**src/bfs_consts.svh**
```systemverilog
// ########################################
// Lane count, queue depth and id width
// ########################################
`ifndef BFS_CONSTS_SVH
`define BFS_CONSTS_SVH

`define BFS_NUM_LANES 4
// Rows per lane, one row stays spare to tell full from empty
`define BFS_Q_SIZE    8
`define BFS_VID_W     32

// Derived index widths
`define BFS_LANE_W    ($clog2(`BFS_NUM_LANES))
`define BFS_Q_AW      ($clog2(`BFS_Q_SIZE))

`endif

```
**src/bfs_vertex_pkg.sv**
```systemverilog
// ########################################
// Vertex id type and frontier row union
// ########################################
`include "bfs_consts.svh"

package bfs_vertex_pkg;

  // One vertex id
  typedef logic [`BFS_VID_W-1:0] vid_t;

  // Two ids of a row, lo is the older entry
  typedef struct packed {
    vid_t hi;
    vid_t lo;
  } vid_pair_t;

  // Queue row seen as one word or as an id pair
  typedef union packed {
    logic [2*`BFS_VID_W-1:0] raw;
    vid_pair_t               pair;
  } frontier_row_u;

endpackage

```
**src/bfs_lane_pkg.sv**
```systemverilog
// ########################################
// Enqueue row, lane status, drained row
// ########################################
`include "bfs_consts.svh"

package bfs_lane_pkg;

  // Incoming row from the expansion stage
  // req is 01 for one id, 11 for a pair
  typedef struct packed {
    logic [1:0]                   req;
    bfs_vertex_pkg::frontier_row_u row;
  } enq_row_t;

  // Per-lane flags seen by dispatch and drain
  typedef struct packed {
    logic full;
    logic empty;
    logic filled;
    // Dequeue honoured this cycle
    logic taken;
  } lane_status_t;

  // Row leaving the buffer
  typedef struct packed {
    logic [`BFS_LANE_W-1:0]       lane;
    // Number of valid ids, 1 or 2
    logic [1:0]                   count;
    bfs_vertex_pkg::frontier_row_u row;
  } drain_out_t;

endpackage

```
**src/frontier_dispatch.sv**
```systemverilog
// ########################################
// Round-robin lane choice for new rows
// ########################################
`include "bfs_consts.svh"

module frontier_dispatch (
  input  logic                                               clk,
  input  logic                                               bfs_rst,
  input  bfs_lane_pkg::enq_row_t                             enq,
  input  logic [`BFS_NUM_LANES-1:0]                          lane_full,
  output logic [`BFS_NUM_LANES-1:0][1:0]                     lane_enqueue_req,
  output bfs_vertex_pkg::frontier_row_u [`BFS_NUM_LANES-1:0] lane_wdata,
  output logic                                               frontier_full
);

  // Preferred lane for the next row
  logic [`BFS_LANE_W-1:0] ptr;
  logic [`BFS_LANE_W-1:0] pick;
  logic                   found;
  logic                   accept;

  // First non-full lane at or after the pointer
  always_comb begin
    logic [`BFS_LANE_W-1:0] cand;
    found = 1'b0;
    pick  = ptr;
    for (int k = 0; k < `BFS_NUM_LANES; k++) begin
      cand = ptr + k[`BFS_LANE_W-1:0];
      if (!found && !lane_full[cand]) begin
        found = 1'b1;
        pick  = cand;
      end
    end
  end

  assign frontier_full = ~found;
  assign accept        = found & (|enq.req);

  // Steer the row to the picked lane, idle lanes see zero data
  always_comb begin
    for (int i = 0; i < `BFS_NUM_LANES; i++) begin
      if (accept && (pick == i[`BFS_LANE_W-1:0])) begin
        lane_enqueue_req[i] = enq.req;
        lane_wdata[i].raw   = enq.row.raw;
      end else begin
        lane_enqueue_req[i] = 2'b00;
        lane_wdata[i].raw   = '0;
      end
    end
  end

  // Pointer moves one past the lane used
  always_ff @(posedge clk) begin
    if (bfs_rst) begin
      ptr <= '0;
    end else if (accept) begin
      ptr <= pick + 1'b1;
    end
  end

endmodule

```
**config.mk**
```make
export PLATFORM = sky130hd
export DESIGN_NAME = frontier_dispatch
export DESIGN_NICKNAME = d
export VERILOG_FILES = /design/src/bfs_vertex_pkg.sv /design/src/bfs_lane_pkg.sv /design/src/frontier_dispatch.sv
export VERILOG_INCLUDE_DIRS = /design/src /design/src/src
export SDC_FILE = /design/constraint.sdc
export NUM_CORES = 1
export LEC_CHECK = 0
export BUFFER_PORTS_ARGS = -buffer_cell sky130_fd_sc_hd__clkbuf_2
export CAP_MARGIN = 20
export CORE_AREA = 2 2 130 132
export CTS_CLUSTER_DIAMETER = 150
export DETAILED_ROUTE_END_ITERATION = 8
export DIE_AREA = 0 0 132 134
export GPL_TIMING_DRIVEN = 0
export MAX_ROUTING_LAYER = met4
export PLACE_DENSITY = 0.41
export SLEW_MARGIN = 20
export SYNTH_ARGS = -nofsm -noshare
export SYNTH_HDL_FRONTEND = slang
export SYNTH_SLANG_ARGS = --single-unit
```
**constraint.sdc**
```tcl
create_clock -name clk -period 3.8 [get_ports clk]
set_input_delay 0 -clock clk [delete_from_list [all_inputs] [get_ports clk]]
set_output_delay 0 -clock clk [all_outputs]
set_load 0.02 [all_outputs]
```
### Word level (Yosys, flattened, before mapping)

Index checks and enable logic that the tools add are counted.

| word-level totals | value |
|---|---|
| flip-flop bits (word level) | 2 |
| bits of input ports | 72 |

| operators by class | value |
|---|---|
| $add $sub $neg | 4 |
| $lt $le $gt $ge | 4 |
| equal/unequal tests | 3 |
| mux-type cells | 23 |
| bitwise logic cells | 2 |
| reduce and logical (&&, ||, !) cells | 14 |

Operators by type and width:

| cell | number |
|---|---|
| $mux W64 | 4 |
| $mux W2 | 7 |
| $lt A2 B3 Y1 const B | 4 |
| $bmux W1 S2 | 4 |
| $mux W1 | 8 |
| $logic_and A1 B1 Y1 | 7 |
| $logic_not A1 Y1 | 5 |
| $add A2 B1 Y2 const B | 2 |
| $add A2 B2 Y2 const B | 2 |
| $eq A2 B2 Y1 const B | 2 |
| $eq A2 B1 Y1 const B | 1 |
| $logic_not A2 Y1 | 1 |
| $reduce_or A2 Y1 | 1 |
| $and A1 B1 Y1 | 1 |
| $not A1 Y1 | 1 |

### Depth between registers and ports, before layout

Gate-level depths: netlist of the first run.

| logic depth | value |
|---|---|
| depth after elaboration | 15 |
| mapped depth | 8 |
| depth with buffers taken out | 7 |

### Least setup slack after synthesis of the first run

No wires, ideal clock.

| timing | value |
|---|---|
| path kind | flip-flop to output port |
| from | register ptr[1] |
| to | output lane_wdata[153] in the netlist's numbering |
| arrival time | 1.767 ns |
| path slack | 2.033 ns |
| stages on the path, launching flop included | 9 |
| cells stage by stage | dfxtp_1 > o21ai_0 > nand2_1 > a21boi_0 > a21o_1 > ha_1 > clkbuf_1 > clkbuf_1 > and3_1 |

RTL lines:

| element | RTL line | text |
|---|---|---|
| start: declaration | frontier_dispatch.sv:17 | `` logic [`BFS_LANE_W-1:0] ptr; `` |
| start signal: assignment | frontier_dispatch.sv:57 | `ptr <= pick + 1'b1;` |
| end: declaration | frontier_dispatch.sv:12 | `` output bfs_vertex_pkg::frontier_row_u [`BFS_NUM_LANES-1:0] lane_wdata, `` |

==> results.toml, run 1 <==
[worst_setup_path]
critical_path.startpoint_type = "flip-flop"
worstSetupPathType = "reg -> out"
crit_slowest_cell = "clkbuf_1"
cp-end-kind = "primary output"
crit_family = "buffers and inverters"
required_ns = 3.80
cpPeakStageDelay_ns = 0.54
critical_path_buf_inv_count = 3
cp_data_arrival_time_ns = 2.84
path_common_cell = "clkbuf_1"
crit_path_cell_trace = "o21ai_0 > nand2_1 > a21boi_0 > a21oi_1 > ha_1 > clkbuf_1 > clkbuf_1 > and3_1 > clkbuf_2"
critPathMaxFanout = 10

[global_routing]
antenna_found_initial = 0
grt_overflow = 0
grt_pass1_vias = 3808
grt_pass1_wl_mm = 23.3
grt_max_degree = 11
grt.total_usage_pct = 17.1

[finish]
nFillCells = 1915
multi_input_area_sq_um = 1860
final_cell_mix = "336 x clkbuf_2, 264 x and3_1, 32 x clkbuf_1, 24 x buf_6"
num_antenna_cells = 0
fin_nets = 769
largest-register = "ptr"
mostFrequentLayoutCell = "clkbuf_2"
areaGrowthSynthToFinish_pct = 89.0
fin_util_pct = 26.6
top_regs = "ptr: 2 flops"
largest_reg_flops = 2
instances_no_fill = 911
drive_gt1_share_pct = 52.8
final-seq-area_sq_um = 40.0

[timing]
drv_slew = 0
timing_hold_violations_final = 0
clock.fmax_mhz = 352
setup_slack_ns = 0.960
setup_viol = 0
fin_crit_sh_pct = 74.7
rsz0062_at_grt = "no"
clock_skew_ns = 0.00271
worst-slew-pin-transition_ns = 0.670
fin_setup_tns_ns = 0
fin_hold_ws_ns = 0.347
layout_min_cycle_time_ns = 2.84
slew_headroom_pct = 55.3

[detailed_routing]
wl_per_cell_um = 17.9
route.antenna.remaining_nets = 0
drc = 0
num_vias = 4158
detailedRoute.firstIterationViolations = 246
viasPerCell = 4.56
drtPass1Iterations = 4
wl_mm = 16.3

[pwr]
power_density_nw_per_um2 = 319
p_leak_uw = 0.00337
p_sw_share_pct = 60.2
vdd_drop_max_mv = 0.117
pwr-share-seq_pct = 2.2
p_int_uw = 550
p_sw_uw = 834
power.share.clock_pct = 11.6
pwr-share-comb_pct = 86.2

[yosys]
ys_seq_area_share_pct = 1.75
synth_area_sq_um = 2290
synthCells = 351
synth.distinct_cells = 18
synth_warnings = 0
syn_nets = 427
syn_area_per_cell_sq_um = 6.53
synth-seq-cells = 2

[placement]
dpl.cell_count = 907
dpl.hpwl_mm = 13.3
gp_congestion = 0.906
io_buffers = 336
place_ws_ns = 1.13

[cts]
clk_pin_slew_ns = 0.03
cts_sinks = 2
clkLatencyLatePin_ns = 0.22
cts_buffers = 3
cts-htree-levels = 1
clockRootBuffer = "clkbuf_16"
ctsResizeCount = 0
post_cts_buffers = 0
cts.path.max_buffers = 2
cts_tree = "done"

[floorplanning]
die_x_um = 132
fp.dieH_um = 134
coreArea_sq_um = 16300
dieArea_sq_um = 17700
rows = 47
start_util_pct = 14.1
ios = 337

[min_path]
min_path_type = "in -> reg"

[status]
status = "completed"

[job]
cap_violations = 0
-- path summary, 6_finish.rpt --
check / startpoint / end / slack, ns / cells after the start
min reg2reg: ptr[0] / ptr[0] / 0.55 / 2
max: ptr[1] / lane_wdata[52] / 0.96 / 9
min: lane_full[1] / ptr[0] / 0.35 / 4
max reg2reg: ptr[1] / ptr[1] / 2.30 / 7
-- power by group through the flow --
stage	Combinational, uW	Sequential (uW)	Clock (uW)
final	1190	30.9	161
after detailed placement	1200	30.9	0
after CTS	1200	30.7	163
after floorplan	721	29.6	0
after global placement	1200	30.8	0
after global routing	1280	31.9	167
-- metrics by stage --
step | cell area [sq um] | power [uW]
after floorplan | 2290 | 750
after global routing | 4340 | 1480
final | 4340 | 1380
after CTS | 4340 | 1400
after global placement | 4250 | 1230
after detailed placement | 4250 | 1230
-- routing by layer --
layer	wire length [um]	share of wire, %	GRT usage (%)
met1	6810	42	20.9
met2	8250	51	30.4
met3	866	5.3	1.66
met4	337	2.1	4.17
met5	0	0	-
-- cells in the mapped netlist --
library cell  count  area share [%]
ha_1              4             2.2
nor2_1            5            0.82
nand2_1           2            0.33
nor2b_1           1            0.27
and3_1          264              72
a21boi_0          2            0.65
a211oi_1          1            0.33
clkbuf_1         32             5.2
o21a_4            1            0.65
nand4_4           1            0.93
inv_1             2            0.33
o211a_1           1            0.44
o21ai_0           5             1.1
a21oi_1           2            0.44
buf_6            24              12
a21o_1            1            0.33
dfxtp_1           2             1.7
mux2i_1           1            0.44
-- cell type report --
type / instances / share of cell area, %
multi-input cells: 291 / 42.8
repair buffers: 337 / 39.0
plain buffers: 56 / 9.00
well taps: 220 / 6.35
clock buffers: 3 / 1.73
flip-flops and latches: 2 / 0.924
inverters: 2 / 0.173
-- kinds of logic (layout without fill, tap and decap cells) --
family                   Yosys count  count (layout)  share of synthesized area, %
adder cells (fa/ha/maj)            4               4                          2.18
AND/OR/NAND/NOR                  273             273                          74.4
buffers and inverters             58             398                          17.3
flip-flops                         2               2                          1.75
AO/OA/AOI/OAI                     13              13                          3.93
multiplexers                       1               1                         0.436
-- worst register-to-register path: cells and delay by family (launching register included) --
kind | cells | cell delay [ns]
simple gates | 2 | 0.12
mux | 1 | 0.15
fa+ha+maj | 1 | 0.23
compound gates | 3 | 0.54
flops | 1 | 0.36
-- repair_timing --
action / 4_1_cts / 5_1_grt
endpoints found under the setup margin: 0 / 0
endpoints found under the hold margin: 2 / 0
hold buffers: 1 / 0
No activity file was read; power rests on OpenSTA's default activity.
==> run 2, diff against run 1 <==
Settings changed: CORE_AREA 2 2 130 132 to 2 2 133 135, DIE_AREA 0 0 132 134 to 0 0 135 137.
Clock period 3.8 ns to 2.4 ns, I/O delays scaled along.
==> run 2 against run 1 <==
  * Clock skew hardly changed
  * Global-route usage shrank 1.4 points
  * Critical path type unchanged
  * Largest cell class unchanged
  * Critical path depth decreased by 1
==> results.toml, run 2 (synthesis gave the netlist of run 1 again) <==
[cts]
cts.path.max_buffers = 2
clk_pin_slew_ns = 0.03
cts_sinks = 2
cts_buffers = 3
post_cts_buffers = 0
clkLatencyLatePin_ns = 0.22
cts_tree = "done"
cts-htree-levels = 1
clockRootBuffer = "clkbuf_16"

[timing]
fin_crit_sh_pct = 91.9
setup_viol = 0
layout_min_cycle_time_ns = 2.20
slew_headroom_pct = 63.9
worst-slew-pin-transition_ns = 0.541
rsz0062_at_grt = "no"
timing_hold_violations_final = 0
clock_skew_ns = 0.00272
drv_slew = 0
setup_slack_ns = 0.196
clock.fmax_mhz = 454

[finish]
areaGrowthSynthToFinish_pct = 91.2
largest-register = "ptr"
nFillCells = 1997
top_regs = "ptr: 2 flops"
fin_nets = 769
drive_gt1_share_pct = 56.2
largest_reg_flops = 2
num_antenna_cells = 0
mostFrequentLayoutCell = "clkbuf_2"
final_cell_mix = "346 x clkbuf_2, 264 x and3_1, 24 x buf_6, 11 x clkbuf_1, 6 x buf_2"
fin_util_pct = 25.7

[placement]
gp_congestion = 0.846
dpl.hpwl_mm = 12.9
io_buffers = 336
place_ws_ns = -0.210

[global_routing]
antenna_found_initial = 0
grt_pass1_vias = 3480
grt.total_usage_pct = 15.7
grt_max_degree = 11
grt_overflow = 0
grt_pass1_wl_mm = 21.9

[pwr]
p_sw_uw = 1330
pwr-share-seq_pct = 2.3
p_sw_share_pct = 59.7
pwr-share-comb_pct = 86.2
power_density_nw_per_um2 = 509
vdd_drop_max_mv = 0.214
p_int_uw = 901
power.share.clock_pct = 11.5
p_leak_uw = 0.00344

[worst_setup_path]
crit_slowest_cell = "dfxtp_2"
crit_path_cell_trace = "nor2_1 > o21ai_0 > o211a_1 > ha_2 > clkbuf_4 > clkbuf_2 > and3_1 > clkbuf_2"
reg2reg_slack_ns = 0.98
critical_path.startpoint_type = "flip-flop"
path_common_cell = "clkbuf_2"
cp-endpoint = "lane_wdata[115]"
critPathMaxFanout = 10
timing.rr.start = "ptr[1]"
worstSetupPathType = "reg -> out"
worst_r2r_path_depth = 6
r2r-end = "ptr[1]"
cp-end-kind = "primary output"
crit_start = "ptr[1]"
cp_data_arrival_time_ns = 2.20
required_ns = 2.40
cpPeakStageDelay_ns = 0.38

[floorplanning]
fp.dieH_um = 137
rows = 48
coreArea_sq_um = 17100
dieArea_sq_um = 18500
die_x_um = 135
start_util_pct = 13.4
ios = 337

[detailed_routing]
wl_per_cell_um = 17.5
route.antenna.remaining_nets = 0
drc = 0
num_vias = 4041
drtPass1Iterations = 4
wl_mm = 16.1
viasPerCell = 4.41
detailedRoute.firstIterationViolations = 227

[job]
cap_violations = 0

[status]
status = "completed"

[min_path]
min_path_cells = 4
min_path_type = "in -> reg"
run 2: changes by cell type in the layout (fill, tap and decap cells not counted), sizes merged:
cell / before / now
buf: 24 / 30
clkbuf: 371 / 365
run 2: stage by stage:
stage | hold slack [ns] | instance area (sq um) | TNS [ns] | instances | power [uW]
after floorplan | 0.0724 | 2290 | 0 | 351 | 1190
after global placement | 0.189 | 4260 | -15.77 | 912 | 1970
after detailed placement | 0.189 | 4260 | -17.07 | 912 | 1950
after CTS | 0.367 | 4370 | 0 | 916 | 2240
after global routing | 0.388 | 4380 | 0 | 916 | 2370
final | 0.363 | 4380 | 0 | 916 | 2230
run 2: worst min path at each step:
stage | start | endpoint | slack [ns]
floorplan | bfs_rst | ptr[1] | 0.07
global placement | bfs_rst | ptr[1] | 0.19
detailed placement | bfs_rst | ptr[1] | 0.19
CTS | lane_full[1] | ptr[0] | 0.37
global route | lane_full[1] | ptr[0] | 0.39
finish | lane_full[1] | ptr[0] | 0.36
run 2: final cells by class:
cell class | instances | area, sq um | area share [%]
buffer | 56 | 429 | 9.79
clock buffer | 3 | 75.1 | 1.71
inverter | 2 | 7.51 | 0.171
multi-input combinational | 291 | 1860 | 42.4
sequential | 2 | 41.3 | 0.942
tap | 225 | 282 | 6.42
timing repair buffer | 337 | 1690 | 38.6
run 2: power groups by stage:
stage               logic (uW)  clock network (uW)  registers (uW)
floorplan                 1140                   0            46.9
CTS                       1930                 262            49.4
global route              2060                 263            52.5
global placement          1920                   0            49.5
finish                    1930                 256            50.9
detailed placement        1900                   0            49.8
run 2: timing repair:
action	in CTS	in global routing
hold buffers	1	0
gates resized for setup	23	15
cloned	0	0
endpoints found under the setup margin	170	206
pin swaps	0	0
endpoints found under the hold margin	2	0
run 2: critical path: cells and delay by family, from the launching register on:
family | cells | cell delay, ns
compound gates | 2 | 0.42
fa+ha+maj | 1 | 0.24
buf+inv | 3 | 0.64
flops | 1 | 0.38
simple gates | 2 | 0.30
run 2: layer usage:
layer	part of all wire, %	GRT usage, %
met1	44	20.7
met2	51	27.8
met3	4.3	0.815
met4	0.49	1.33
met5	0	-
