--- src/bfs_consts.svh ---
// ########################################
// Lane count, queue depth and id width
// ########################################
`ifndef BFS_CONSTS_SVH
`define BFS_CONSTS_SVH

`define BFS_NUM_LANES 4
// Rows per lane, one row stays spare to tell full from empty
`define BFS_Q_SIZE    8
`define BFS_VID_W     32

// Derived index widths
`define BFS_LANE_W    ($clog2(`BFS_NUM_LANES))
`define BFS_Q_AW      ($clog2(`BFS_Q_SIZE))

`endif

--- src/bfs_vertex_pkg.sv ---
// ########################################
// Vertex id type and frontier row union
// ########################################
`include "bfs_consts.svh"

package bfs_vertex_pkg;

  // One vertex id
  typedef logic [`BFS_VID_W-1:0] vid_t;

  // Two ids of a row, lo is the older entry
  typedef struct packed {
    vid_t hi;
    vid_t lo;
  } vid_pair_t;

  // Queue row seen as one word or as an id pair
  typedef union packed {
    logic [2*`BFS_VID_W-1:0] raw;
    vid_pair_t               pair;
  } frontier_row_u;

endpackage

--- src/bfs_lane_pkg.sv ---
// ########################################
// Enqueue row, lane status, drained row
// ########################################
`include "bfs_consts.svh"

package bfs_lane_pkg;

  // Incoming row from the expansion stage
  // req is 01 for one id, 11 for a pair
  typedef struct packed {
    logic [1:0]                   req;
    bfs_vertex_pkg::frontier_row_u row;
  } enq_row_t;

  // Per-lane flags seen by dispatch and drain
  typedef struct packed {
    logic full;
    logic empty;
    logic filled;
    // Dequeue honoured this cycle
    logic taken;
  } lane_status_t;

  // Row leaving the buffer
  typedef struct packed {
    logic [`BFS_LANE_W-1:0]       lane;
    // Number of valid ids, 1 or 2
    logic [1:0]                   count;
    bfs_vertex_pkg::frontier_row_u row;
  } drain_out_t;

endpackage

--- src/frontier_drain.sv ---
// ########################################
// Round-robin drain and output register
// ########################################
`include "bfs_consts.svh"

module frontier_drain (
  input  logic                                               clk,
  input  logic                                               bfs_rst,
  input  bfs_lane_pkg::lane_status_t [`BFS_NUM_LANES-1:0]    lane_status,
  input  bfs_vertex_pkg::frontier_row_u [`BFS_NUM_LANES-1:0] lane_rdata,
  output logic [`BFS_NUM_LANES-1:0]                          dequeue_req,
  output logic                                               out_valid,
  output bfs_lane_pkg::drain_out_t                           out
);

  logic [`BFS_LANE_W-1:0] ptr;
  logic [`BFS_LANE_W-1:0] pick;
  logic                   found;
  logic                   taken;

  // First non-empty lane at or after the pointer
  always_comb begin
    logic [`BFS_LANE_W-1:0] cand;
    found = 1'b0;
    pick  = ptr;
    for (int k = 0; k < `BFS_NUM_LANES; k++) begin
      cand = ptr + k[`BFS_LANE_W-1:0];
      if (!found && !lane_status[cand].empty) begin
        found = 1'b1;
        pick  = cand;
      end
    end
  end

  // One-hot request to the picked lane
  always_comb begin
    dequeue_req = '0;
    if (found) begin
      dequeue_req[pick] = 1'b1;
    end
  end

  // Lane may hold off while its half row is being completed
  assign taken = found & lane_status[pick].taken;

  always_ff @(posedge clk) begin
    if (bfs_rst) begin
      out_valid <= 1'b0;
      ptr       <= '0;
    end else begin
      out_valid <= taken;
      if (taken) begin
        ptr <= pick + 1'b1;
      end
    end
  end

  // Output payload
  always_ff @(posedge clk) begin
    if (taken) begin
      out.lane  <= pick;
      out.count <= lane_status[pick].filled ? 2'd2 : 2'd1;
      out.row   <= lane_rdata[pick];
    end
  end

endmodule

--- config.mk ---
export PLATFORM = sky130hd
export DESIGN_NAME = frontier_drain
export DESIGN_NICKNAME = d
export VERILOG_FILES = /design/src/bfs_vertex_pkg.sv /design/src/bfs_lane_pkg.sv /design/src/frontier_drain.sv
export VERILOG_INCLUDE_DIRS = /design/src /design/src/src
export SDC_FILE = /design/constraint.sdc
export NUM_CORES = 1
export LEC_CHECK = 0
export CAP_MARGIN = 10
export CORE_AREA = 2 2 135 137
export DETAILED_ROUTE_END_ITERATION = 6
export DIE_AREA = 0 0 137 139
export DONT_BUFFER_PORTS = 1
export PLACE_DENSITY = 0.35
export REMOVE_ABC_BUFFERS = 1
export SLEW_MARGIN = 25
export SYNTH_ARGS = -nofsm -noshare
export SYNTH_HDL_FRONTEND = slang
export SYNTH_SLANG_ARGS = --single-unit
--- constraint.sdc ---
create_clock -name clk -period 3.7 [get_ports clk]
set_input_delay 0.74 -clock clk [delete_from_list [all_inputs] [get_ports clk]]
set_output_delay 0.74 -clock clk [all_outputs]
set_load 0.01 [all_outputs]
# Word-level counts from Yosys, hierarchy flattened
# Index checks and enable logic that the tools add are counted.
dict set report classes {
  n_lt_le_gt_ge 6
  bitwise 1
  n_addsub 4
  n_reduce_logical 9
  n_mux 23
}
# operator count
set op_table {}
lappend op_table {{64-bit binary-select mux with 2-bit select} 1}
lappend op_table {{64-bit 2-to-1 mux} 1}
lappend op_table {{4-bit binary-select mux with 2-bit select} 5}
lappend op_table {{2-bit by 3-bit < comparator with 1-bit output (second input constant)} 5}
lappend op_table {{3-bit 2-to-1 mux} 4}
lappend op_table {{2-bit 2-to-1 mux} 5}
lappend op_table {{1-bit zero test} 5}
lappend op_table {{1-bit 2-to-1 mux} 5}
lappend op_table {{2-bit by 1-bit adder with 2-bit output (second input constant)} 2}
lappend op_table {{2-bit adder (second input constant)} 2}
lappend op_table {{1-bit logical AND} 4}
lappend op_table {{4-bit 2-to-1 mux} 1}
lappend op_table {{1-bit demux with 2-bit select} 1}
lappend op_table {{2-bit by 1-bit >= comparator with 1-bit output (second input constant)} 1}
lappend op_table {{1-bit AND} 1}
dict set report totals {
  word_cells 48
  register_bits 71
}

# Logic depth before layout (Yosys ltp)
# Gate-level depths: netlist of run 1.
dict set report logic_depth {
  ltp_word 17
  mapped_depth 10
  depth_no_buf 7
}

# Worst setup path before layout of run 1
# No wires, ideal clock.
dict set report synth_timing {
  kind {input port to flip-flop}
  from {in lane_status[6] (netlist bit)}
  to {reg out[0] (netlist bit), enable pin}
  setup_slack_ps 371
  stages 6
  arrival_time_ps 2907
  cell_sequence {nor2b_1 > o21ai_0 > nand3_1 > mux2_2 > a22oi_2 > inv_1}
}
dict set report synth_via {
  elab_chain_cells 14
  word_cells_on_any_way 26
}
# item line_no
set synth_lines {}
lappend synth_lines {{from (decl)} frontier_drain.sv:9} ;# input bfs_lane_pkg::lane_status_t [`BFS_NUM_LANES-1:0] lane_status,
lappend synth_lines {{4-bit binary-select mux with 2-bit select} frontier_drain.sv:28} ;# if (!found && !lane_status[cand].empty) begin
lappend synth_lines {{3-bit 2-to-1 mux (implied by the code)} frontier_drain.sv:28}
lappend synth_lines {{1-bit zero test} frontier_drain.sv:28}
lappend synth_lines {{1-bit logical AND} frontier_drain.sv:28}
lappend synth_lines {{1-bit 2-to-1 mux} frontier_drain.sv:28}
lappend synth_lines {{1-bit zero test} frontier_drain.sv:28}
lappend synth_lines {{1-bit logical AND} frontier_drain.sv:28}
lappend synth_lines {{1-bit 2-to-1 mux} frontier_drain.sv:28}
lappend synth_lines {{1-bit zero test} frontier_drain.sv:28}
lappend synth_lines {{1-bit logical AND} frontier_drain.sv:28}
lappend synth_lines {{2-bit 2-to-1 mux} frontier_drain.sv:28}
lappend synth_lines {{4-bit binary-select mux with 2-bit select} frontier_drain.sv:44} ;# assign taken = found & lane_status[pick].taken;
lappend synth_lines {{2-bit 2-to-1 mux} -}
lappend synth_lines {{1-bit AND *} frontier_drain.sv:44}
lappend synth_lines {{via taken} frontier_drain.sv:19} ;# logic taken;
lappend synth_lines {{to (decl)} frontier_drain.sv:13} ;# output bfs_lane_pkg::drain_out_t out
# The timed path passes the listed nets; every way through them passes the cells marked *. The select of a mux whose other input is x is not followed.
# A chain may end at the register's enable or synchronous reset.

# Final worst setup path of run 1
dict set report layout_timing {
  from {reg ptr[0]}
  to {out dequeue_req[1]}
}
dict set report layout_via {
  elab_chain_cells 17
  word_cells_on_any_way 32
}
# item line_no
set layout_lines {}
lappend layout_lines {{from (decl)} frontier_drain.sv:16} ;# logic [`BFS_LANE_W-1:0] ptr;
lappend layout_lines {{from (signal assigned)} frontier_drain.sv:53} ;# ptr <= pick + 1'b1;
lappend layout_lines {{2-bit by 1-bit adder with 2-bit output} frontier_drain.sv:27} ;# cand = ptr + k[`BFS_LANE_W-1:0];
lappend layout_lines {{4-bit binary-select mux with 2-bit select} frontier_drain.sv:28}
lappend layout_lines {{3-bit 2-to-1 mux (implied by the code)} frontier_drain.sv:28}
lappend layout_lines {{1-bit zero test} frontier_drain.sv:28}
lappend layout_lines {{1-bit logical AND} frontier_drain.sv:28}
lappend layout_lines {{1-bit 2-to-1 mux} frontier_drain.sv:28}
lappend layout_lines {{1-bit zero test} frontier_drain.sv:28}
lappend layout_lines {{1-bit logical AND} frontier_drain.sv:28}
lappend layout_lines {{1-bit 2-to-1 mux} frontier_drain.sv:28}
lappend layout_lines {{1-bit zero test} frontier_drain.sv:28}
lappend layout_lines {{1-bit logical AND} frontier_drain.sv:28}
lappend layout_lines {{2-bit 2-to-1 mux} frontier_drain.sv:28}
lappend layout_lines {{2-bit by 3-bit < comparator with 1-bit output (implied by the code) / 2-bit by 1-bit >= comparator with 1-bit output (equally long branches)} frontier_drain.sv:39} ;# dequeue_req[pick] = 1'b1;
lappend layout_lines {{1-bit logical AND (implied by the code)} frontier_drain.sv:39}
lappend layout_lines {{1-bit 2-to-1 mux (implied by the code)} frontier_drain.sv:39}
lappend layout_lines {{1-bit demux with 2-bit select} frontier_drain.sv:39}
lappend layout_lines {{4-bit 2-to-1 mux *} frontier_drain.sv:38} ;# if (found) begin
lappend layout_lines {{to (decl)} frontier_drain.sv:11} ;# output logic [`BFS_NUM_LANES-1:0] dequeue_req,
# Mark *: on every way between the ends. The rest lies on a longest branch, timed or not. The select of a mux whose other input is x is not followed.

==> impl_metrics.yaml, run 1 <==
worst_setup_path:
  timing.critical_path.to_type: "output port"
  path_buf_inv: 1
  worst-setup-path-type: "flip-flop to output port"
  critical_path.top_delay_family: "compound AO/OA/AOI/OAI gates"
  cp_data_arrival_time_ns: 2.08
  reg2reg_setup_slack_ns: 1.10
  cp_max_fo: 31
  r2r_end: "out[60]"
  worst_r2r_path_cells: 8
  worst_setup_path_startpoint: "ptr[0]"
  rr_startpoint: "ptr[1]"
  worst-endpoint-required_ns: 2.96
  cp_slowest_stage_delay_ns: 0.41
  cp_num_cells: 5
  startpoint_class: "flip-flop"
  worst_setup_path_endpoint: "dequeue_req[1]"
  critPathSlowestCell: "sky130_fd_sc_hd__a22o_4"
  crit_path_cell_trace: "o21ai_0 > a22o_4 > clkinv_4 > ha_1 > and2_1"
place:
  dpl.hpwl_um: 10050
  placed_cell_area_mm2: 0.004576
  placement.setup.worst_slack_ns: 0.8111
  routabilityCongestion: 0.7580
  place.port_buffers: 0
drt:
  postRouteWirelength_um: 13240
  drt-vias-per-instance: 5.080
  wl_per_cell_um: 17.42
  final_antenna_net_count: 0
  first_iter_violations: 142
  drc: 0
  vias: 3861
  firstDrtPassIters: 4
power_and_ir_drop:
  combPwrFrac_pct: 37.4
  sequentialPowerShare_pct: 43.2
  power.switching_fraction_pct: 40.68
  power_frac_clock_pct: 19.3
  total_switching_power_mw: 1.866
  max-vdd-ir-drop_v: 0.0004463
  cellInternalPower_mw: 2.721
  power.density_mw_per_mm2: 940.5
  p_leak_nw: 1.969
sta:
  timing_max_transition_violations_final: 0
  setup-violations-final: 0
  grt_setup_unrepaired: "no"
  layout_worst_path_cycle_share_pct: 76.25
  maxSlewHeadroom_pct: 56.52
  hold_violations: 0
  worst_slack_ns: 0.8787
  fin_clk_skew_ns: 0.004196
  timing_worst_slew_pin_value_ns: 0.6523
  maxClockFrequency_mhz: 354.4
  min_period_ns: 2.821
floorplanning:
  dieHeight_um: 139
  fp-row-count: 49
  start_util_pct: 24.99
  fp.dieArea_mm2: 0.01904
  placeableCoreArea_mm2: 0.01766
  top_level_ports: 347
  floorplan.die.width_um: 137
global_route:
  antenna_found_initial: 0
  use_met2_pct: 23.67
  grtUsageMet1_pct: 13.45
  use_met3_pct: 3.216
  grt_start_max_net_pins: 70
  grt_max_usage_layer: "met2"
  global_route.usage.total_pct: 12.88
  grt.overflow.total: 0
  first_global_vias: 3648
  grt_pass1_wl_um: 19060
outcome:
  outcome: "complete, no violations"
clock_tree:
  clkTransAtPathRegs_ns: 0.05
  clockRootBuffer: "sky130_fd_sc_hd__clkbuf_16"
  tritoncts: "built"
  cts_num_sinks: 71
  cts-hold-fix-buffers: 0
  cts.path.max_buffers: 2
  cts_htree_levels: 3
  cts_resized: 0
  clk_latency_ns: 0.33
  cts-buffers-inserted: 9
  cts.repair_timing.setup_buffer_count: 0
synthesis:
  synth.ff_latch_count: 71
  synth_cell_type_count: 28
  synth_area_per_cell_um2: 8.038
  synth_seq_area_share_pct: 47.63
  synthesis.instances: 549
  syn-cell-area_mm2: 0.004413
  yosysWarningCount: 0
cells_and_area:
  final_core_util_pct: 27.62
  antenna_cells_inserted: 0
  fill_cells: 1930
  post-route-cell-area_mm2: 0.004877
  mostFrequentLayoutCells: "sky130_fd_sc_hd__nand2_1, sky130_fd_sc_hd__edfxtp_1, sky130_fd_sc_hd__and3_1, sky130_fd_sc_hd__a31oi_1, sky130_fd_sc_hd__buf_4"
  syn_to_final_growth_pct: 10.52
  final_net_count: 805
  fraction_of_final_layout_cells_sized_beyond_drive_strength_1_pct: 5.650
  mostFrequentLayoutCell: "sky130_fd_sc_hd__nand2_1"
flow_run:
  max_cap_viol_count: 0
hold_path:
  holdCritPathClass: "input pin to flip-flop"
[state kept, by name, summed over array words and instances (netlist names)]
name and count:
out 68, ptr 2, out_valid 1
[how the worst min path moves through the flow]
| stage | depth (start not counted) | slack, ns | endpoint | startpoint |
|---|---|---|---|---|
| floorplan | 2 | 0.52 | ptr[1] | ptr[1] |
| global placement | 2 | 0.56 | ptr[0] | ptr[0] |
| detailed placement | 2 | 0.59 | ptr[0] | ptr[0] |
| CTS | 1 | 0.46 | out_valid | bfs_rst |
| global route | 1 | 0.47 | out_valid | bfs_rst |
| finish | 1 | 0.48 | out_valid | bfs_rst |
[power groups by stage]
stage,clock network (mW),registers [mW],logic (mW)
after floorplan,0,1.89,1.32
after global placement,0,2.04,1.73
after detailed placement,0,2.01,1.75
after CTS,0.927,2.00,1.75
after global routing,0.951,2.02,1.98
final,0.888,1.98,1.72
[cell type report]
type / count / area (um^2) / area share [%]
clock inverter: 6 / 76.32 / 1.565
inverter: 4 / 20.02 / 0.4105
sequential: 71 / 2102 / 43.10
tap: 229 / 286.5 / 5.875
clock buffer: 9 / 225.2 / 4.618
multi-input combinational: 431 / 2092 / 42.89
timing repair buffer: 10 / 75.07 / 1.539
[synth_stat cells (all sizes together)]
master,number,share of area [%]
clkinv,1,0.20
nand4,1,0.14
nor2,3,0.26
o21ai,5,0.57
a21o,1,0.17
a22o,2,0.40
inv,3,0.26
buf,24,3.2
and3,64,9.1
nand3,5,0.57
a31oi,64,9.1
nand2,261,22
nand3b,1,0.17
nand2b,5,0.71
clkbuf,19,1.6
ha,4,1.1
a22oi,2,0.45
edfxtp,68,46
mux2i,2,0.45
nor2b,2,0.28
a21oi,2,0.23
mux2,2,0.51
dfxtp,3,1.4
and2,5,0.71
[metrics by stage]
| stage | instances | setup TNS (ns) | power, mW | hold WS [ns] |
|---|---|---|---|---|
| finish | 760 | 0 | 4.587 | 0.4789 |
| floorplan | 506 | -164.99 | 3.210 | 0.5172 |
| global route | 760 | 0 | 4.951 | 0.4675 |
| detailed placement | 745 | 0 | 3.758 | 0.5854 |
| CTS | 760 | 0 | 4.683 | 0.4563 |
| global placement | 745 | 0 | 3.766 | 0.5646 |
[logic make-up after synthesis]
group | share of synthesized area [%]
AOI/OAI and AO/OA | 10.89
adders and majority gates | 1.134
buffers and inverters | 5.274
DFF | 47.63
muxes | 0.9640
and+or+nand+nor | 34.11
[routing by layer]
layer  routed length, um  share of wire [%]  up-vias
met1                4839                 37     1791
met3                1116                8.4       19
met5                   0                  0        -
met4                 310                2.3        0
met2                6970                 53      193
li1                    -                  -     1858
(Power assumes the default switching activity.)
==> inputs of run 2 (changes only) <==
--- a/config.mk
+++ b/config.mk
@@ -6,12 +6,13 @@
 export SDC_FILE = /design/constraint.sdc
 export NUM_CORES = 1
 export LEC_CHECK = 0
+export ABC_AREA = 1
 export CAP_MARGIN = 10
-export CORE_AREA = 2 2 135 137
+export CORE_AREA = 2 2 134 136
 export DETAILED_ROUTE_END_ITERATION = 6
-export DIE_AREA = 0 0 137 139
+export DIE_AREA = 0 0 136 138
 export DONT_BUFFER_PORTS = 1
-export PLACE_DENSITY = 0.35
+export PLACE_DENSITY = 0.38
 export REMOVE_ABC_BUFFERS = 1
 export SLEW_MARGIN = 25
 export SYNTH_ARGS = -nofsm -noshare
==> constraint.sdc (replaced) <==
create_clock -name clk -period 2.5 [get_ports clk]
set_input_delay 0.5 -clock clk [delete_from_list [all_inputs] [get_ports clk]]
set_output_delay 0.5 -clock clk [all_outputs]
set_load 0.01 [all_outputs]
==> run 2 against run 1 <==
  * Register-to-register slack worse by 1.0 ns
  * The run now ends with setup timing left
  * Cell count is 4.7% higher
  * Largest cell class is now multi-input gates
  * Flip-flop and latch count stayed put
  * Largest power group is now combinational cells
  * Critical endpoint is now dequeue_req[3]
==> impl_metrics.yaml, run 2 <==
place:
  place.port_buffers: 0
  routabilityCongestion: 0.8007
  dpl.hpwl_um: 11200
clock_tree:
  cts_num_sinks: 71
  clk_latency_ns: 0.34
  cts_htree_levels: 3
  tritoncts: "built"
  cts.path.max_buffers: 2
  cts-buffers-inserted: 9
  clkTransAtPathRegs_ns: 0.06
  clockRootBuffer: "sky130_fd_sc_hd__clkbuf_16"
drt:
  wl_per_cell_um: 19.96
  drc: 0
  first_iter_violations: 220
  final_antenna_net_count: 0
  firstDrtPassIters: 5
  drt-vias-per-instance: 5.364
  vias: 4270
  postRouteWirelength_um: 15890
synthesis:
  synth_top_cell_by_area: "sky130_fd_sc_hd__edfxtp_1"
  yosys-top-cells-area: "sky130_fd_sc_hd__edfxtp_1, sky130_fd_sc_hd__nand2_1, sky130_fd_sc_hd__a21oi_1"
  synth_area_per_cell_um2: 8.311
  synth_top_cells_by_count: "sky130_fd_sc_hd__nand2_1, sky130_fd_sc_hd__a21oi_1, sky130_fd_sc_hd__edfxtp_1, sky130_fd_sc_hd__a22oi_1, sky130_fd_sc_hd__buf_2"
  syn-cell-area_mm2: 0.004579
  synth_top_area_share_pct: 44.59
  async_reset_ff_share_pct: 0
  dominantRegCellSynth: "sky130_fd_sc_hd__edfxtp_1"
  synth.most_common_cell: "sky130_fd_sc_hd__nand2_1"
  synthesis.instances: 551
  yosysWarningCount: 0
  synth-edff-count: 68
  synth_cell_type_count: 24
  synth.ff_latch_count: 71
  synth_seq_area_share_pct: 45.90
global_route:
  grt_pass1_wl_um: 21600
  grt_start_max_net_pins: 75
  grt.overflow.total: 0
  global_route.usage.total_pct: 15.06
  antenna_found_initial: 0
  first_global_vias: 4091
sta:
  worst_slack_ns: -0.04044
  timing_worst_slew_pin_value_ns: 0.3336
  setup-violations-final: 3
  hold-worst-slack_ns: 0.2236
  maxSlewHeadroom_pct: 77.76
  grt_setup_unrepaired: "yes"
  fin_clk_skew_ns: 0.006143
  min_period_ns: 2.540
  maxClockFrequency_mhz: 393.6
  hold_violations: 0
  timing_max_transition_violations_final: 0
  layout_worst_path_cycle_share_pct: 101.6
  setup_tns_ns: -0.07973
cells_and_area:
  mostFrequentLayoutCell: "sky130_fd_sc_hd__nand2_1"
  largest_reg_flops: 68
  mostFrequentLayoutCells: "sky130_fd_sc_hd__nand2_1, sky130_fd_sc_hd__a21oi_1, sky130_fd_sc_hd__edfxtp_1, sky130_fd_sc_hd__a22oi_1, sky130_fd_sc_hd__buf_4"
  final_net_count: 840
  sequential_cell_area_mm2: 0.002110
  biggest_regs: "out: 68 flops, ptr: 2 flops, out_valid: 1 flops"
  syn_to_final_growth_pct: 24.84
  max_flop_register: "out"
  fill_cells: 1793
  fraction_of_final_layout_cells_sized_beyond_drive_strength_1_pct: 23.28
  antenna_cells_inserted: 0
  multi_input_area_mm2: 0.002390
outcome:
  outcome: "complete, but fails checks"
  failing_checks: "setup timing"
power_and_ir_drop:
  power_frac_clock_pct: 11.4
  p_leak_nw: 2.268
  total_switching_power_mw: 5.811
  sequentialPowerShare_pct: 27.2
  power.switching_fraction_pct: 47.21
  max-vdd-ir-drop_v: 0.0008243
  combPwrFrac_pct: 61.3
  cellInternalPower_mw: 6.498
  power.density_mw_per_mm2: 2153
  post_layout_power_mw: 12.31
hold_path:
  holdCritPathClass: "input pin to flip-flop"
worst_setup_path:
  path_buf_inv: 3
  critPathSlowestCell: "sky130_fd_sc_hd__dfxtp_4"
  worst-setup-path-type: "flip-flop to output port"
  worst-endpoint-required_ns: 2.00
  timing.critical_path.to_type: "output port"
  cp_slowest_stage_delay_ns: 0.41
  critical-path-top-cell-by-count: "sky130_fd_sc_hd__nand2_4"
  crit_path_cell_trace: "buf_6 > nand2_4 > nand2_4 > nand2_4 > o21ai_4 > nand4_4 > buf_6 > a21oi_4 > ha_2 > inv_2 > nor2_4"
  cp_data_arrival_time_ns: 2.04
  critical_path.top_delay_family: "simple AND/OR/NAND/NOR gates"
  cp_max_fo: 6
  startpoint_class: "flip-flop"
floorplanning:
  placeableCoreArea_mm2: 0.01753
  fp.dieArea_mm2: 0.01877
  start_util_pct: 26.12
  floorplan.die.width_um: 136
  fp-row-count: 49
  top_level_ports: 347
  dieHeight_um: 138
flow_run:
  max_cap_viol_count: 0
## run 2: cells by family after synthesis
kind of cell	synth area share (%)
DFF	45.90
AOI/OAI and AO/OA	26.39
and+or+nand+nor	18.85
adders and majority gates	1.093
buffers and inverters	7.541
muxes	0.2186
## run 2: worst reg2reg max path: stages (launching register included)
cell                      delay [ns]
sky130_fd_sc_hd__dfxtp_4        0.41
sky130_fd_sc_hd__buf_6          0.16
sky130_fd_sc_hd__nand2_4        0.06
sky130_fd_sc_hd__nand2_4        0.08
sky130_fd_sc_hd__nand2_4        0.07
sky130_fd_sc_hd__o21ai_4        0.09
sky130_fd_sc_hd__nand4_4        0.13
sky130_fd_sc_hd__buf_6          0.16
sky130_fd_sc_hd__a21oi_4        0.20
sky130_fd_sc_hd__buf_4          0.14
sky130_fd_sc_hd__buf_4          0.09
sky130_fd_sc_hd__buf_4          0.19
sky130_fd_sc_hd__buf_12         0.18
sky130_fd_sc_hd__a21oi_1        0.07
sky130_fd_sc_hd__a22oi_1        0.22
## run 2: metal layers
layer | vias to the layer above | share of wire [%] | wire length [um] | global-route usage, %
met5 | - | 0 | 0 | 0
met4 | 0 | 2.0 | 310 | 6.414
met3 | 21 | 8.3 | 1315 | 3.887
met2 | 241 | 52 | 8184 | 26.92
met1 | 2023 | 38 | 6076 | 16.68
li1 | 1985 | - | - | -
## run 2: layout make-up
| class | count | area share (%) |
|---|---|---|
| clock buffer | 10 | 4.005 |
| clock inverter | 6 | 1.620 |
| inverter | 17 | 1.466 |
| multi-input combinational | 418 | 41.80 |
| sequential | 71 | 36.90 |
| tap | 229 | 5.012 |
| timing repair buffer | 44 | 9.127 |
| timing repair inverter | 1 | 0.06566 |
## run 2: power groups by stage
stage,sequential (mW),clock [mW],combinational [mW]
floorplan,3.16,0,4.09
global placement,3.42,0,6.25
detailed placement,3.37,0,6.40
CTS,3.37,1.47,6.87
global route,3.40,1.52,8.40
finish,3.35,1.41,7.55
## run 2: what timing repair did
action | in CTS | in global routing
gates cloned | 1 | 4
hold buffers | 0 | 0
gates resized for setup | 59 | 24
setup endpoints to repair | 5 | 94
setup buffers | 12 | 3
hold endpoints to repair | 0 | 0
pin swaps | 20 | 14
## run 2: worst paths after layout
path | startpoint | endpoint | slack (ns) | depth (start not counted)
setup / recovery | ptr[0] | dequeue_req[3] | -0.04 | 11
setup reg to reg | ptr[0] | out[58] | 0.07 | 14
hold / removal | bfs_rst | out_valid | 0.22 | 1
hold reg to reg | ptr[1] | ptr[1] | 0.56 | 2
## run 2: metrics by stage
step           setup slack (ns)  instance area (um^2)  instances  util (%)
6_report               -0.04044                  5717        796     32.60
5_1_grt                 -0.1214                  5717        796     32.60
4_1_cts               -0.008645                  5494        789     31.33
3_5_place_dp           -0.07102                  4880        761     27.83
3_3_place_gp           -0.01020                  4880        761     27.83
2_1_floorplan            -2.375                  4303        506         -
